## src/logic/cps_consts.svh

```systemverilog
//--------------------------------------------------------------------------
// Screen geometry and configuration register map of the tile video path.
// The geometry is far smaller than a real CPS screen so that a frame
// simulates quickly. Counters are 6 bits wide, so totals must stay <= 64.
//--------------------------------------------------------------------------
`ifndef CPS_CONSTS_SVH
`define CPS_CONSTS_SVH

// Horizontal timing in pixels
`define CPS_H_TOTAL     64
`define CPS_H_ACTIVE    48
`define CPS_HS_START    52
`define CPS_HS_END      56

// Vertical timing in lines
`define CPS_V_TOTAL     40
`define CPS_V_ACTIVE    32
`define CPS_VS_START    34
`define CPS_VS_END      36

// Addresses 0 to 15 select palette entries
`define CPS_REG_HSCROLL 5'd16
`define CPS_REG_VSCROLL 5'd17

`endif

```

## src/logic/cps_pkg.sv

```systemverilog
//--------------------------------------------------------------------------
// Types shared by the video stages and the top level.
// Blanking levels are active high while the beam is in the visible area.
// A ROM word address is a row of 8 bits above a column of 5 bits.
//--------------------------------------------------------------------------
package cps_pkg;

    // Video sync and blanking levels
    typedef struct packed {
        logic lhbl;
        logic lvbl;
        logic hs;
        logic vs;
    } sync_t;

    typedef logic [3:0] colour_idx_t;

    // One palette entry, 4 bits per channel
    typedef struct packed {
        logic [3:0] r;
        logic [3:0] g;
        logic [3:0] b;
    } pal_entry_t;

    typedef logic [4:0] cfg_addr_t;

    typedef struct packed {
        logic [7:0] row;
        logic [4:0] col;
    } rom_addr_t;

endpackage

```

## src/logic/video_ifs.sv

```systemverilog
//--------------------------------------------------------------------------
// Stage-to-stage links of the video pipeline.
// No handshake on any of them. cen marks the clock of each pixel and the
// other signals are levels that change only on cen cycles.
//--------------------------------------------------------------------------
`timescale 1ns/1ps

// Timing generator to tile fetch
interface timing_if;
    import cps_pkg::*;

    logic       cen;
    sync_t      sync;
    logic [5:0] hpos;
    logic [5:0] vpos;

    modport src (output cen, sync, hpos, vpos);
    modport dst (input cen, sync, hpos, vpos);
endinterface

// Tile fetch to planar decoder
interface tile_if;
    import cps_pkg::*;

    logic        cen;
    sync_t       sync;
    logic        load;
    logic [31:0] planes;

    modport src (output cen, sync, load, planes);
    modport dst (input cen, sync, load, planes);
endinterface

// Planar decoder to palette
interface pix_if;
    import cps_pkg::*;

    logic        cen;
    sync_t       sync;
    colour_idx_t idx;

    modport src (output cen, sync, idx);
    modport dst (input cen, sync, idx);
endinterface

```

## src/logic/video_timing.sv

```systemverilog
//--------------------------------------------------------------------------
// Pixel enable at half the clock rate, beam counters and sync decoding.
// After reset the beam sits at the start of vertical blanking, so a full
// blanking interval passes before the first visible line.
// hpos, vpos and sync always describe the same pixel.
//--------------------------------------------------------------------------
`timescale 1ns/1ps
`include "cps_consts.svh"

module video_timing (
    input  logic  VB,
    input  logic  rst_n,
    timing_if.src tim
);
    import cps_pkg::*;

    localparam logic [5:0] H_LAST   = 6'(`CPS_H_TOTAL - 1);
    localparam logic [5:0] V_LAST   = 6'(`CPS_V_TOTAL - 1);
    localparam logic [5:0] H_ACT    = 6'(`CPS_H_ACTIVE);
    localparam logic [5:0] V_ACT    = 6'(`CPS_V_ACTIVE);
    localparam logic [5:0] HS_START = 6'(`CPS_HS_START);
    localparam logic [5:0] HS_END   = 6'(`CPS_HS_END);
    localparam logic [5:0] VS_START = 6'(`CPS_VS_START);
    localparam logic [5:0] VS_END   = 6'(`CPS_VS_END);

    logic       cen_q;
    logic [5:0] hcnt;
    logic [5:0] vcnt;
    logic [5:0] hcnt_nxt;
    logic [5:0] vcnt_nxt;
    sync_t      sync_nxt;
    sync_t      sync_q;

    // Pixel enable, every second clock
    always_ff @(posedge VB) begin
        if (!rst_n)
            cen_q <= 1'b0;
        else
            cen_q <= ~cen_q;
    end

    // Sync is decoded from the next position so it lines up with the counters
    always_comb begin
        hcnt_nxt = (hcnt == H_LAST) ? 6'd0 : hcnt + 6'd1;
        vcnt_nxt = vcnt;
        if (hcnt == H_LAST)
            vcnt_nxt = (vcnt == V_LAST) ? 6'd0 : vcnt + 6'd1;
        sync_nxt.lhbl = hcnt_nxt < H_ACT;
        sync_nxt.lvbl = vcnt_nxt < V_ACT;
        sync_nxt.hs   = hcnt_nxt >= HS_START && hcnt_nxt < HS_END;
        sync_nxt.vs   = vcnt_nxt >= VS_START && vcnt_nxt < VS_END;
    end

    always_ff @(posedge VB) begin
        if (!rst_n) begin
            // First cen lands on pixel 0 of the first blank line
            hcnt   <= H_LAST;
            vcnt   <= V_ACT - 6'd1;
            sync_q <= '0;
        end else if (cen_q) begin
            hcnt   <= hcnt_nxt;
            vcnt   <= vcnt_nxt;
            sync_q <= sync_nxt;
        end
    end

    assign tim.cen  = cen_q;
    assign tim.sync = sync_q;
    assign tim.hpos = hcnt;
    assign tim.vpos = vcnt;

endmodule

```

## src/logic/tile_fetch.sv

```systemverilog
//--------------------------------------------------------------------------
// Graphics ROM fetch, one 32-bit planar word per 8-pixel column.
// The next column is requested on the first pixel of the current one, so
// the ROM has 16 clocks to answer. A late answer is dropped and the column
// is shown as index 0. Scroll is coarse, in whole columns and whole lines.
// The last column slot of a line fetches column 0 of the following line.
//--------------------------------------------------------------------------
`timescale 1ns/1ps
`include "cps_consts.svh"

module tile_fetch (
    input  logic               VB,
    input  logic               rst_n,
    timing_if.dst              tim,
    tile_if.src                til,
    output logic               rom_cs,
    output cps_pkg::rom_addr_t rom_addr,
    input  logic [31:0]        rom_data,
    input  logic               rom_ok,
    input  logic               cfg_we,
    input  cps_pkg::cfg_addr_t cfg_addr,
    input  logic [15:0]        cfg_data
);
    import cps_pkg::*;

    localparam logic [5:0] V_LAST = 6'(`CPS_V_TOTAL - 1);

    logic [4:0]  hscroll;
    logic [7:0]  vscroll;
    logic        col_start;
    logic        last_col;
    logic [2:0]  next_col;
    logic [5:0]  next_line;
    rom_addr_t   next_addr;
    logic        rom_hit;
    logic        restart;
    logic        word_vld;
    logic [31:0] word_buf;
    logic [31:0] planes_q;
    logic        load_q;
    sync_t       sync_q;

    always_ff @(posedge VB) begin
        if (!rst_n) begin
            hscroll <= '0;
            vscroll <= '0;
        end else if (cfg_we) begin
            if (cfg_addr == `CPS_REG_HSCROLL)
                hscroll <= cfg_data[4:0];
            if (cfg_addr == `CPS_REG_VSCROLL)
                vscroll <= cfg_data[7:0];
        end
    end

    assign col_start = tim.cen && tim.hpos[2:0] == 3'd0;
    assign last_col  = &tim.hpos[5:3];
    // Column slot wraps within the line
    assign next_col  = tim.hpos[5:3] + 3'd1;
    assign rom_hit   = rom_cs && rom_ok;

    always_comb begin
        next_line = tim.vpos;
        if (last_col)
            next_line = (tim.vpos == V_LAST) ? 6'd0 : tim.vpos + 6'd1;
        next_addr.row = {2'b00, next_line} + vscroll;
        next_addr.col = {2'b00, next_col} + hscroll;
    end

    // Request control
    always_ff @(posedge VB) begin
        if (!rst_n) begin
            rom_cs   <= 1'b0;
            restart  <= 1'b0;
            word_vld <= 1'b0;
        end else if (col_start) begin
            // Open request at the boundary is abandoned, cs low for a cycle
            rom_cs   <= ~(rom_cs && !rom_ok);
            restart  <= rom_cs && !rom_ok;
            word_vld <= 1'b0;
        end else if (restart) begin
            rom_cs  <= 1'b1;
            restart <= 1'b0;
        end else if (rom_hit) begin
            rom_cs   <= 1'b0;
            word_vld <= 1'b1;
        end
    end

    always_ff @(posedge VB) begin
        if (col_start)
            rom_addr <= next_addr;
        if (rom_hit)
            word_buf <= rom_data;
        // An answer on the boundary cycle itself still counts
        if (col_start)
            planes_q <= rom_hit ? rom_data : (word_vld ? word_buf : 32'd0);
    end

    always_ff @(posedge VB) begin
        if (!rst_n) begin
            load_q <= 1'b0;
            sync_q <= '0;
        end else if (tim.cen) begin
            load_q <= col_start;
            sync_q <= tim.sync;
        end
    end

    assign til.cen    = tim.cen;
    assign til.sync   = sync_q;
    assign til.load   = load_q;
    assign til.planes = planes_q;

endmodule

```

## src/logic/planar_decode.sv

```systemverilog
//--------------------------------------------------------------------------
// Planar to packed pixel conversion.
// Byte n of a word holds plane n, and the leftmost pixel sits in bit 7.
// The first pixel of a column leaves on the same cen that loads the word.
//--------------------------------------------------------------------------
`timescale 1ns/1ps

module planar_decode (
    input  logic VB,
    input  logic rst_n,
    tile_if.dst  til,
    pix_if.src   pix
);
    import cps_pkg::*;

    logic [3:0][7:0] plane_sr;
    colour_idx_t     idx_q;
    sync_t           sync_q;

    always_ff @(posedge VB) begin
        if (til.cen) begin
            if (til.load) begin
                idx_q <= {til.planes[31], til.planes[23], til.planes[15], til.planes[7]};
                // Keep what is left after pixel 0
                for (int i = 0; i < 4; i++)
                    plane_sr[i] <= {til.planes[8*i +: 7], 1'b0};
            end else begin
                idx_q <= {plane_sr[3][7], plane_sr[2][7], plane_sr[1][7], plane_sr[0][7]};
                for (int i = 0; i < 4; i++)
                    plane_sr[i] <= {plane_sr[i][6:0], 1'b0};
            end
        end
    end

    always_ff @(posedge VB) begin
        if (!rst_n)
            sync_q <= '0;
        else if (til.cen)
            sync_q <= til.sync;
    end

    assign pix.cen  = til.cen;
    assign pix.sync = sync_q;
    assign pix.idx  = idx_q;

endmodule

```

## src/logic/palette_out.sv

```systemverilog
//--------------------------------------------------------------------------
// Palette lookup and final colour output.
// 16 entries of 12 bits, written from the configuration port. Contents are
// undefined until software writes them. Channels are widened to 8 bits by
// repeating the nibble, so 4'hf gives full scale.
// Colour is forced to black whenever either blanking level is low.
//--------------------------------------------------------------------------
`timescale 1ns/1ps

module palette_out (
    input  logic               VB,
    input  logic               rst_n,
    pix_if.dst                 pix,
    input  logic               cfg_we,
    input  cps_pkg::cfg_addr_t cfg_addr,
    input  logic [15:0]        cfg_data,
    output logic [7:0]         red,
    output logic [7:0]         green,
    output logic [7:0]         blue,
    output logic               lhbl_dly,
    output logic               lvbl_dly,
    output logic               hs_out,
    output logic               vs_out
);
    import cps_pkg::*;

    pal_entry_t pal_mem [16];
    pal_entry_t entry;
    logic       blank;

    // Palette occupies addresses 0 to 15, bit 4 clear
    always_ff @(posedge VB) begin
        if (cfg_we && !cfg_addr[4])
            pal_mem[cfg_addr[3:0]] <= pal_entry_t'(cfg_data[11:0]);
    end

    assign entry = pal_mem[pix.idx];
    assign blank = !(pix.sync.lhbl && pix.sync.lvbl);

    always_ff @(posedge VB) begin
        if (!rst_n) begin
            red      <= '0;
            green    <= '0;
            blue     <= '0;
            lhbl_dly <= 1'b0;
            lvbl_dly <= 1'b0;
            hs_out   <= 1'b0;
            vs_out   <= 1'b0;
        end else if (pix.cen) begin
            red      <= blank ? 8'd0 : {entry.r, entry.r};
            green    <= blank ? 8'd0 : {entry.g, entry.g};
            blue     <= blank ? 8'd0 : {entry.b, entry.b};
            lhbl_dly <= pix.sync.lhbl;
            lvbl_dly <= pix.sync.lvbl;
            hs_out   <= pix.sync.hs;
            vs_out   <= pix.sync.vs;
        end
    end

endmodule

```

## src/logic/cps_video_top.sv

```systemverilog
//--------------------------------------------------------------------------
// Tile layer video path. Timing, ROM fetch, planar decode and palette.
// Outputs trail the beam counters by three pixels. The ROM port expects
// rom_ok as a one-cycle pulse while rom_cs is high. Configuration writes
// take effect at the next clock edge.
//--------------------------------------------------------------------------
`timescale 1ns/1ps

module cps_video_top (
    input  logic               VB,
    input  logic               rst_n,
    // Graphics ROM
    output logic               rom_cs,
    output cps_pkg::rom_addr_t rom_addr,
    input  logic [31:0]        rom_data,
    input  logic               rom_ok,
    // Palette and scroll writes
    input  logic               cfg_we,
    input  cps_pkg::cfg_addr_t cfg_addr,
    input  logic [15:0]        cfg_data,
    // Video out
    output logic [7:0]         red,
    output logic [7:0]         green,
    output logic [7:0]         blue,
    output logic               lhbl_dly,
    output logic               lvbl_dly,
    output logic               hs_out,
    output logic               vs_out
);

    timing_if tim_if ();
    tile_if   til_if ();
    pix_if    pix_if0 ();

    video_timing u_timing (
        .VB    ( VB     ),
        .rst_n ( rst_n  ),
        .tim   ( tim_if )
    );

    tile_fetch u_fetch (
        .VB       ( VB       ),
        .rst_n    ( rst_n    ),
        .tim      ( tim_if   ),
        .til      ( til_if   ),
        .rom_cs   ( rom_cs   ),
        .rom_addr ( rom_addr ),
        .rom_data ( rom_data ),
        .rom_ok   ( rom_ok   ),
        .cfg_we   ( cfg_we   ),
        .cfg_addr ( cfg_addr ),
        .cfg_data ( cfg_data )
    );

    planar_decode u_decode (
        .VB    ( VB      ),
        .rst_n ( rst_n   ),
        .til   ( til_if  ),
        .pix   ( pix_if0 )
    );

    palette_out u_palette (
        .VB       ( VB       ),
        .rst_n    ( rst_n    ),
        .pix      ( pix_if0  ),
        .cfg_we   ( cfg_we   ),
        .cfg_addr ( cfg_addr ),
        .cfg_data ( cfg_data ),
        .red      ( red      ),
        .green    ( green    ),
        .blue     ( blue     ),
        .lhbl_dly ( lhbl_dly ),
        .lvbl_dly ( lvbl_dly ),
        .hs_out   ( hs_out   ),
        .vs_out   ( vs_out   )
    );

endmodule

```

## config.mk

```make
export PLATFORM = sky130hd
export DESIGN_NAME = cps_video_top
export DESIGN_NICKNAME = d
export VERILOG_FILES = /design/src/logic/cps_pkg.sv /design/src/logic/video_ifs.sv /design/src/logic/video_timing.sv /design/src/logic/tile_fetch.sv /design/src/logic/planar_decode.sv /design/src/logic/palette_out.sv /design/src/logic/cps_video_top.sv
export VERILOG_INCLUDE_DIRS = /design/src /design/src/logic
export SDC_FILE = /design/constraint.sdc
export NUM_CORES = 1
export LEC_CHECK = 0
export BUFFER_PORTS_ARGS = -buffer_cell sky130_fd_sc_hd__buf_2
export CELL_PAD_IN_SITES_DETAIL_PLACEMENT = 1
export CELL_PAD_IN_SITES_GLOBAL_PLACEMENT = 1
export CORE_UTILIZATION = 24
export DETAILED_ROUTE_END_ITERATION = 16
export PLACE_DENSITY_LB_ADDON = 0.1
export SLEW_MARGIN = 20
export SYNTH_ARGS = -nofsm -noshare
export SYNTH_HDL_FRONTEND = slang
export SYNTH_SLANG_ARGS = --single-unit
```

## constraint.sdc

```tcl
create_clock -name VB -period 4.8 [get_ports VB]
set_input_delay 0.48 -clock VB [delete_from_list [all_inputs] [get_ports VB]]
set_output_delay 0.48 -clock VB [all_outputs]
set_load 0.005 [all_outputs]
```

# Word-level counts from Yosys, hierarchy flattened

Memory sizes are Yosys's and may differ from the RTL's. A register that Yosys moved wholly into a read port is not among the register bits.
Index checks and enable logic that the tools add are counted.

Multiplexer cells: 17
Equal/unequal tests: 4
Add/subtract/negate cells: 5
$lt $le $gt $ge: 6
Bitwise gates (word level): 4
Reduce and logical (&&, ||, !) cells: 17

Operators by type and width:

| operator                                    | count |
|---|---|
| 2-to-1 mux 32 bit                           | 3 |
| < comparator 6 bit, second input constant   | 4 |
| 2-to-1 mux 6 bit                            | 4 |
| 2-to-1 mux 8 bit                            | 3 |
| adder 6 x 1 -> 6 bit, second input constant | 2 |
| equality test 6 bit, second input constant  | 2 |
| >= comparator 6 bit, second input constant  | 2 |
| equality test 5 bit, second input constant  | 2 |
| adder 6 x 8 -> 8 bit                        | 1 |
| 2-to-1 mux 4 bit                            | 2 |
| AND reduction 2 bit                         | 4 |
| logical AND 1 bit                           | 7 |
| adder 3 x 5 -> 5 bit                        | 1 |
| 2-to-1 mux 1 bit                            | 5 |
| inverter 1 bit                              | 4 |
| adder 3 x 1 -> 3 bit, second input constant | 1 |
| zero test 3 bit                             | 1 |
| AND reduction 3 bit                         | 1 |
| nonzero test 3 bit                          | 1 |
| zero test 1 bit                             | 2 |
| OR reduction 2 bit                          | 1 |

Bits in writable memories: 192
Output and inout bits: 42
Bits in registers: 183
Memories kept: 1
Input bits: 57
Logic and storage cells: 91

Memory list:

| memory            | words | bits a word | read ports | clocked after Yosys merged registers in | write ports | RTL line          | source |
|---|---|---|---|---|---|---|---|
| u_palette.pal_mem | 16    | 12          | 1          | 1                                       | 1           | palette_out.sv:27 | `pal_entry_t pal_mem [16];` |

# Logic depth before layout (Yosys ltp)

Gate-level depths: netlist (run 1).

Word-level depth: 5
Mapped depth: 12
Depth with buffers taken out: 11

# By module

A second synthesis (run 1) with hierarchy kept.

Cells, all modules: 920
Area total of the unflattened synthesis: 14,784.2 um^2

Modules (own cells, without submodules):

| module        | area an instance (um^2) | instances | cells an instance | sequential area each (um^2) |
|---|---|---|---|---|
| palette_out   | 8,121.5                 | 1         | 405               | 6,085.8 |
| tile_fetch    | 4,073.9                 | 1         | 321               | 2,732.6 |
| planar_decode | 1,619.1                 | 1         | 82                | 1,041.0 |
| video_timing  | 969.7                   | 1         | 112               | 340.3 |

# Worst setup path before layout (run 1)

OpenSTA, ideal clock, no wires.

Path type: register -> register
From: reg u_timing.cen_q (netlist: u_timing.tim.cen)
To: reg u_fetch.rom_addr[0] (netlist name)
Buffers on the path: 1
Path slack: 1.027 ns
Cell stages (with the launch flop): 4
Clock period less this slack: 3.773 ns
Setup time: 0.446 ns
Arrival: 3.327 ns
Required time: 4.354 ns
Cell sequence: dfxtp_1 buf_2 inv_1 nor3b_2

Cells in the longest elaborated chain, start to end: 1

Ends and longest elaborated chain:

| element                | RTL line           | source |
|---|---|---|
| from (decl)            | video_timing.sv:26 | `logic cen_q;` |
| from (signal assigned) | video_timing.sv:39 | `cen_q <= ~cen_q;` |
| logical AND 1 bit      | tile_fetch.sv:55   | `assign col_start = tim.cen && tim.hpos[2:0] == 3'd0;` |
| net u_fetch.col_start  | tile_fetch.sv:30   | `logic col_start;` |

The timed path passes the listed nets, and every way through them passes these cells.
A chain may end at the register's enable or synchronous reset.

==> results of run 1 <==
==> path summary, 6_finish.rpt <==
| path | slack (ns) | endpoint | cells after the start |
|---|---|---|---|
| setup / recovery | 1.76 | u_fetch.rom_addr[11]$_DFFE_PP_ | 11 |
| hold / removal | 0.09 | u_fetch.word_buf[0]$_DFFE_PP_ | 1 |
| setup reg to reg | 1.76 | u_fetch.rom_addr[11]$_DFFE_PP_ | 11 |
| hold reg to reg | 0.45 | flip-flop | 2 |
==> flip-flops by register name, indices dropped and copies added, names as in the netlist, 4 cells and up, named ones only <==
name / flops
u_decode.pix.idx: 4
u_decode.pix.sync: 4
u_decode.plane_sr: 28
u_fetch.hscroll: 5
u_fetch.rom_addr: 13
u_fetch.til.planes: 32
u_fetch.til.sync: 4
u_fetch.vscroll: 8
u_fetch.word_buf: 32
u_palette.blue: 4
u_palette.green: 4
u_palette.pal_mem: 192
u_palette.red: 4
u_timing.tim.hpos: 6
u_timing.tim.sync: 4
u_timing.tim.vpos: 6
==> layout by cell type (no fill, tap or decap), drive strengths merged, types with 8 or more instances in the layout <==
cell type / synthesis / routed
clkinv: 0 / 11
buf: 33 / 109
mux2i: 52 / 52
mux2: 31 / 31
nor2: 72 / 72
mux4: 48 / 48
edfxtp: 301 / 301
a21oi: 21 / 21
nand3: 8 / 8
inv: 9 / 11
nor3: 12 / 12
nand2: 87 / 87
xnor2: 12 / 12
dfxtp: 62 / 62
ha: 15 / 15
clkbuf: 26 / 66
o21ai: 52 / 52
==> where the power goes <==
| part | switching (mW) | internal [mW] | leakage (nW) | total (mW) |
|---|---|---|---|---|
| sequential | 0.0597 | 3.47 | 3.33 | 3.53 |
| combinational | 0.265 | 0.208 | 2.13 | 0.472 |
| clock | 1.34 | 1.85 | 0.677 | 3.19 |
==> area by class of cell <==
cell class / instances / area, um^2 / share of cell area [%]
sequential: 363 / 10300 / 59.7
multi-input combinational: 471 / 3960 / 23.0
clock buffer: 66 / 1240 / 7.21
tap: 773 / 967 / 5.62
timing repair buffer: 109 / 596 / 3.46
clock inverter: 14 / 138 / 0.799
inverter: 9 / 33.8 / 0.196
==> routing by layer <==
metal	vias up	part of all wire [%]	track usage, %
li1	3621	-	-
met5	-	0.089	0
met4	6	2.6	3.95
met1	3904	48	16.4
met2	147	45	18.8
met3	60	4.4	2.60
==> logic make-up (layout without fill, tap and decap cells) <==
kind of cell    after synthesis  after routing  synth area share [%]
flops                       363            363                  70.8
buf+inv                      68            198                  2.50
fa+ha+maj                    17             17                  1.57
compound gates               97             97                  3.83
mux                         131            131                  14.0
xor+xnor                     17             17                  1.03
simple gates                209            209                  6.27
==> worst max-delay path, delay by kind of cell, from the launching register on <==
family                   cells  cell delay [ns]
AO/OA/AOI/OAI                5             0.90
XOR/XNOR                     1             0.09
adder cells (fa/ha/maj)      3             1.00
flip-flops                   1             0.47
multiplexers                 1             0.09
AND/OR/NAND/NOR              1             0.23
==> through the flow <==
step | instance area (um^2) | power, mW | setup slack (ns)
after global routing | 17200 | 7.48 | 1.51
after detailed placement | 15800 | 4.08 | 1.76
after global placement | 15800 | 4.08 | 1.74
after CTS | 17200 | 7.33 | 1.72
after floorplan | 14500 | 3.90 | 1.03
final | 17200 | 7.19 | 1.76
==> impl_metrics.tcl, run 1 <==
set metrics [dict create \
    netlist_area_um2 14500 \
    ys_seq_elements 363 \
    slowest_delay_ns 0.47 \
    timing.final.crit_share_pct 63.4 \
    drc_errors 0 \
    place_congestion 0.680 \
    worst_setup_path_start_kind "flip-flop" \
    vias 7738 \
    cts_max_path_buffers 3 \
    ios 99 \
    fin_crit_ns 3.04 \
    cts_setup_buffers 0 \
    grt.total_usage_pct 12.0 \
    cp_max_fo 7 \
    ys_seq_area_share_pct 70.8 \
    ys_types 50 \
    yosysTopAreaCell "edfxtp_1" \
    synth_edf_count 301 \
    hold_class "input port to flip-flop" \
    stdcell_count 1805 \
    hold_path_startpoint "rom_data[0]" \
    ir_drop_mv 0.219 \
    maxCapViolCount 0 \
    drv_slew 0 \
    ys.flop_type "edfxtp_1" \
    outcome "complete, no violations" \
    arrival_ns 3.35 \
    cts-buffers-inserted 43 \
    core_area_um2 59400 \
    wire_per_inst_um 20.0 \
    dpl.hpwl_um 21400 \
    syn_to_final_growth_pct 18.6 \
    fin_setup_tns_ns 0 \
    power-per-cell-area_nw_per_um2 417 \
    drt-total-wl_um 36100 \
    cts_resized 0 \
    drive_above_1_share_pct 24.3 \
    cp-end-kind "flip-flop" \
    syn-num-nets 976 \
    firstDrtPassIters 4 \
    start_util_pct 24.5 \
    grt_setup_unrepaired "no" \
    rows 89 \
    dieArea_um2 61500 \
    finalHoldViolations 0 \
    fp.dieH_um 248 \
    die_w_um 248 \
    gr-total-overflow 0 \
    grt_pass1_wl_um 54100 \
    final_nets 1071 \
    cts_num_sinks 363 \
    grt_max_degree 68 \
    slowest_stage "dfxtp_1" \
    ant_nets 0 \
    slew_headroom_pct 28.1 \
    crit_path_start "u_timing.tim.vpos[0]$_SDFFE_PN1P_" \
    syn_avg_cell_area_um2 16.1 \
    clock-skew-final_ns 0.0193 \
    tightest_slew_ns 1.08 \
    finalSetupViolations 0 \
    ys.warnings.count 0 \
    n_antenna_cell 0 \
    placed_cells 1725 \
    holdBufCountCts 0 \
    yosysMostFrequentCell "edfxtp_1" \
    worstPathCellList "ha_1 > nand4b_1 > o21ai_0 > mux2i_1 > ha_1 > fa_1 > a21o_1 > a21oi_1 > o21bai_1 > a21oi_1 > xnor2_1" \
    antenna_found_initial 4 \
    first_global_vias 8504 \
    clock_latency_ns 0.57 \
    cts_root_buf "clkbuf_16" \
    leakage_nw 6.13 \
    synth_top_area_share_pct 62.2 \
    clk_pin_slew_ns 0.06 \
    async_flop_share_pct 0 \
    first_iter_violations 391 \
    cts_tree "yes" \
    crit_type "flip-flop to flip-flop" \
    io_buffer_count 94 \
    hold_ws_ns 0.0927 \
    cts-htree-levels 2 \
    synthCells 902 \
    reg2reg_from "u_timing.tim.vpos[0]$_SDFFE_PN1P_" \
    drt-vias-per-instance 4.29 \
    fmax_mhz 329 \
    nFillCells 6233 \
    crit_required_ns 5.11 \
    fin_util_pct 29.0 \
    synth.top_cells.by_area "edfxtp_1 62%, dfxtp_1 8.5%, mux4_2 4.0%, mux4_1 4.0%, mux2i_1 3.6%" \
    synth_common_cells "301 x edfxtp_1, 87 x nand2_1, 71 x nor2_1, 62 x dfxtp_1, 52 x mux2i_1" \
]
Power figures use the tool's default switching activity.
==> inputs of run 2 (changes only) <==
==> constraint.sdc (replaced) <==
create_clock -name VB -period 2.6 [get_ports VB]
set_input_delay 0.26 -clock VB [delete_from_list [all_inputs] [get_ports VB]]
set_output_delay 0.26 -clock VB [all_outputs]
set_load 0.005 [all_outputs]
==> run 2 against run 1 <==
Effect of this change: global-route usage increased by 0.31 points; sequential cell count stayed put; sequential power rose by 83%; non-clock buffer count up 67; first-iteration DRC count rose by 23%; critical path depth decreased by 2; combinational power is 120% higher; clock-buffer cell count rose by 2; worst hold slack got worse by 0.040 ns; die area stayed put; critical path type unchanged; critical endpoint unchanged; largest power group unchanged.
==> impl_metrics.tcl, run 2 (same netlist as run 1, synthesis figures left out) <==
set metrics [dict create \
    outcome "complete, no violations" \
    drt-total-wl_um 36900 \
    dieArea_um2 61500 \
    grt_setup_unrepaired "no" \
    cp_max_fo 5 \
    fp.dieH_um 248 \
    worst_setup_path_start_kind "flip-flop" \
    multi_input_area_um2 3920 \
    cts-buffers-inserted 44 \
    crit_required_ns 2.93 \
    area.sequential_um2 10300 \
    die_w_um 248 \
    ant_nets 0 \
    power-per-cell-area_nw_per_um2 760 \
    finalSetupViolations 0 \
    wire_per_inst_um 19.7 \
    cts_tree "yes" \
    fin_setup_tns_ns 0 \
    cts_num_sinks 363 \
    tightest_slew_ns 0.849 \
    final_nets 1139 \
    maxCapViolCount 0 \
    layout_commonest_cell "edfxtp_1" \
    timing.final.crit_share_pct 93.3 \
    firstDrtPassIters 4 \
    ir_drop_mv 0.425 \
    ios 99 \
    first_iter_violations 481 \
    place_congestion 0.675 \
    arrival_ns 2.75 \
    drc_errors 0 \
    io_buffer_count 94 \
    final_cell_mix "301 x edfxtp_1, 94 x buf_2, 87 x nand2_1" \
    clock_latency_ns 0.57 \
    clock-skew-final_ns 0.0157 \
    largest_reg_flops 192 \
    vias 7980 \
    grt_pass1_wl_um 55400 \
    grt.total_usage_pct 12.3 \
    rows 89 \
    first_global_vias 8518 \
    fmax_mhz 412 \
    core_area_um2 59400 \
    start_util_pct 24.5 \
    clk_pin_slew_ns 0.06 \
    dpl.hpwl_um 21900 \
    syn_to_final_growth_pct 23.1 \
    cts-htree-levels 2 \
    slew_headroom_pct 43.2 \
    fin_util_pct 30.1 \
    cp-end-kind "flip-flop" \
    cts_max_path_buffers 3 \
    drv_slew 0 \
    grt_max_degree 59 \
    hold_class "input port to flip-flop" \
    drt-vias-per-instance 4.26 \
    leakage_nw 6.47 \
    finalHoldViolations 0 \
    antenna_found_initial 4 \
    power_mw 13.6 \
    cts_setup_buffers 0 \
    cts_root_buf "clkbuf_16" \
    nFillCells 6186 \
    gr-total-overflow 0 \
    crit_type "flip-flop to flip-flop" \
    fin_crit_ns 2.42 \
    drive_above_1_share_pct 25.4 \
]
## run 2: power by group
group / internal [mW] / switching, mW
clock: 3.61 / 2.49
combinational: 0.467 / 0.568
sequential: 6.40 / 0.0516
## run 2: final timing paths
| path | slack (ns) | to | startpoint | depth (start not counted) |
|---|---|---|---|---|
| max | 0.18 | u_fetch.rom_addr[11]$_DFFE_PP_ | u_timing.tim.hpos[4]$_SDFFE_PN1P_ | 9 |
| min | 0.05 | u_fetch.restart$_SDFF_PN0_ | rom_ok | 3 |
| min reg2reg | 0.48 | flip-flop | u_decode.pix.idx[0]$_DFFE_PP_ | 2 |
| max reg2reg | 0.18 | u_fetch.rom_addr[11]$_DFFE_PP_ | u_timing.tim.hpos[4]$_SDFFE_PN1P_ | 9 |
## run 2: worst max-delay path: stages (launching register included)
cell      delay (ns)
dfxtp_1         0.34
ha_1            0.20
ha_2            0.24
mux2_2          0.38
fa_2            0.37
a21o_1          0.18
a21oi_2         0.15
o21bai_1        0.08
a21oi_1         0.16
xnor2_1         0.08
## run 2: what timing repair did
action | in CTS | in global routing
setup endpoints to repair | 0 | 4
hold endpoints to repair | 60 | 0
gates resized for setup | 0 | 5
hold buffers | 32 | 0
## run 2: layout make-up
cell class	count	share of cell area, %
antenna	1	0.0140
sequential	363	57.5
multi-input combinational	471	21.9
timing repair buffer	176	6.94
clock inverter	13	0.826
clock buffer	68	7.17
inverter	9	0.189
tap	773	5.41
## run 2: routing by layer
layer / wire length, um / vias to the layer above / part of all wire (%) / track usage, %
li1: - / 3763 / - / -
met1: 17900 / 4031 / 48 / 16.9
met2: 16900 / 124 / 46 / 19.4
met3: 1240 / 58 / 3.3 / 2.34
met4: 859 / 4 / 2.3 / 4.08
met5: 26 / - / 0.071 / 0
## run 2: through the flow
step	setup WS [ns]	cells	hold slack [ns]	instance area, um^2
2_1_floorplan	0.0119	902	0.359	14500
3_3_place_gp	0.0304	1760	0.452	16100
3_5_place_dp	0.0275	1760	0.453	16100
4_1_cts	0.00466	1873	0.0155	17900
5_1_grt	0.00315	1873	0.0373	17900
6_report	0.175	1874	0.0530	17900
==> inputs of run 3 (changes only) <==
==> constraint.sdc (replaced) <==
create_clock -name VB -period 2.7 [get_ports VB]
set_input_delay 0.27 -clock VB [delete_from_list [all_inputs] [get_ports VB]]
set_output_delay 0.27 -clock VB [all_outputs]
set_load 0.005 [all_outputs]
==> run 3 against run 2 <==
Effect of this change: cell area shrank 0.44%; total power decreased by 5.2%; non-clock buffer count unchanged; setup slack worse by 0.014 ns; highest routed layer unchanged; core utilization is 0.13 points lower.
==> impl_metrics.tcl, run 3 (same netlist as run 1, synthesis figures left out) <==
set metrics [dict create \
    outcome "complete, no violations" \
    nFillCells 6256 \
    ant_nets 0 \
    top_layer "met5" \
    gr-total-overflow 0 \
    critPathBufInv 0 \
    drt-total-wl_um 36500 \
    wire_per_inst_um 19.5 \
    seqPwrFrac_pct 48.4 \
    finalSetupViolations 0 \
    wl_met2_um 16600 \
    clock-skew-final_ns 0.0261 \
    layout_commonest_cell "edfxtp_1" \
    p_int_mw 9.96 \
    clk_pin_slew_ns 0.06 \
    clock_latency_ns 0.57 \
    io_buffer_count 94 \
    cts_tree "yes" \
    grt_pass1_wl_um 55300 \
    first_iter_violations 318 \
    crit_required_ns 3.01 \
    m1WireLength_um 17600 \
    final_nets 1139 \
    r2r_end "u_fetch.rom_addr[11]$_DFFE_PP_" \
    dieArea_um2 61500 \
    tightest_slew_ns 0.797 \
    cts_max_path_buffers 3 \
    ir_drop_mv 0.398 \
    firstDrtPassIters 4 \
    arrival_ns 2.84 \
    power_frac_clock_pct 44.0 \
    finalHoldViolations 0 \
    worstPathCellList "ha_1 > ha_4 > mux2_2 > fa_1 > a21o_1 > a21oi_2 > o21bai_1 > a21oi_2 > xnor2_1" \
    cp_top_family "adder cells" \
    cp_max_fo 5 \
    p_comb_share_pct 7.6 \
    slowest_stage "fa_1" \
    switchingPower_mw 2.92 \
    drt-vias-per-instance 4.26 \
    fp.dieH_um 248 \
    crit_type "flip-flop to flip-flop" \
    first_global_vias 8577 \
    grt_setup_unrepaired "yes" \
    crit_top_cell "a21oi_2" \
    min_to "u_fetch.restart$_SDFF_PN0_" \
    hold_depth 3 \
    met3_length_um 1370 \
    r2r_cells 9 \
    timing.final.crit_share_pct 94.0 \
    dpl.hpwl_um 22700 \
    drc_errors 0 \
    hold_class "input port to flip-flop" \
    cts-buffers-inserted 44 \
    fmax_mhz 394 \
    ios 99 \
    largest_reg_flops 192 \
    reg2reg_from "u_timing.tim.hpos[3]$_SDFFE_PN1P_" \
    syn_to_final_growth_pct 22.6 \
    hold_ws_ns 0.0587 \
    cts_root_buf "clkbuf_16" \
    worst_setup_path_start_kind "flip-flop" \
    cts-htree-levels 2 \
    final_cell_mix "301 x edfxtp_1, 94 x buf_2, 87 x nand2_1" \
    leakage_nw 6.44 \
    drive_above_1_share_pct 24.7 \
    maxCapViolCount 0 \
    cts_num_sinks 363 \
    grt.total_usage_pct 12.3 \
    drv_slew 0 \
    power-per-cell-area_nw_per_um2 724 \
    antenna_found_initial 5 \
    vias 7976 \
    slowest_delay_ns 0.43 \
    rows 89 \
    start_util_pct 24.5 \
    swShare_pct 22.7 \
    r2r_slack_ns 0.16 \
    fin_crit_ns 2.54 \
    die_w_um 248 \
    grt_max_degree 40 \
    place_ws_ns 0.0325 \
    slew_headroom_pct 46.8 \
    place_congestion 0.678 \
    cp-end-kind "flip-flop" \
    hold_path_startpoint "rom_ok" \
    worst_slack_ns 0.161 \
    core_area_um2 59400 \
]
## run 3: changes by cell type in the layout (fill, tap and decap cells not counted), moves of 2 or more
cell      change
buf_12        -3
buf_4         +3
clkbuf_1      -2
clkbuf_8      -4
clkinv_1      +7
inv_6         -2
## run 3: what timing repair did
item	4_1_cts	5_1_grt
hold buffers	32	0
endpoints found under the setup margin	0	3
hold endpoints to repair	59	0
setup buffers	0	1
resized for setup	0	6
## run 3: how the worst max path moves through the flow
stage                                 startpoint                        endpoint  cells after the start
2_1_floorplan  u_timing.tim.hpos[3]$_SDFFE_PN1P_  u_fetch.rom_addr[11]$_DFFE_PP_                     10
3_3_place_gp   u_timing.tim.hpos[3]$_SDFFE_PN1P_  u_fetch.rom_addr[11]$_DFFE_PP_                      9
3_5_place_dp   u_timing.tim.hpos[3]$_SDFFE_PN1P_  u_fetch.rom_addr[11]$_DFFE_PP_                      9
4_1_cts        u_timing.tim.hpos[3]$_SDFFE_PN1P_  u_fetch.rom_addr[11]$_DFFE_PP_                      9
5_1_grt        u_timing.tim.vpos[1]$_SDFFE_PN1P_  u_fetch.rom_addr[11]$_DFFE_PP_                     11
6_report       u_timing.tim.hpos[3]$_SDFFE_PN1P_  u_fetch.rom_addr[11]$_DFFE_PP_                      9
## run 3: worst min-delay path, stage by stage
cell     delay, ns
buf_2         0.09
nor2b_1       0.06
and3_1        0.17
## run 3: power by group through the flow
stage,combinational (mW),clock [mW],sequential [mW]
6_report,0.975,5.67,6.23
2_1_floorplan,0.611,0,6.32
5_1_grt,1.09,6.11,6.24
4_1_cts,0.999,5.90,6.23
3_3_place_gp,0.960,0,6.35
3_5_place_dp,0.960,0,6.35
## run 3: layer usage
layer,vias to the layer above,global-route usage (%)
li1,3765,-
met1,4018,16.8
met2,129,19.3
met3,60,2.77
met4,4,3.68
met5,-,0
## run 3: final cells by class
type | instances | area [um^2] | area share [%]
Inverter | 9 | 33.8 | 0.190
Antenna cell | 1 | 2.50 | 0.0141
Timing Repair Buffer | 176 | 1200 | 6.76
Tap cell | 773 | 967 | 5.43
Clock inverter | 18 | 159 | 0.893
Clock buffer | 62 | 1220 | 6.85
Multi-Input combinational cell | 471 | 3930 | 22.1
Sequential cell | 363 | 10300 | 57.8
## run 3: stage by stage
| step | utilization, % | cells | instance area [um^2] | setup TNS [ns] | power, mW |
|---|---|---|---|---|---|
| 3_3_place_gp | 27.1 | 1759 | 16100 | 0 | 7.31 |
| 6_report | 30.0 | 1873 | 17800 | 0 | 12.9 |
| 2_1_floorplan | - | 902 | 14500 | 0 | 6.93 |
| 4_1_cts | 29.9 | 1871 | 17800 | 0 | 13.1 |
| 5_1_grt | 30.0 | 1872 | 17800 | -0.00157 | 13.4 |
| 3_5_place_dp | 27.1 | 1759 | 16100 | 0 | 7.31 |
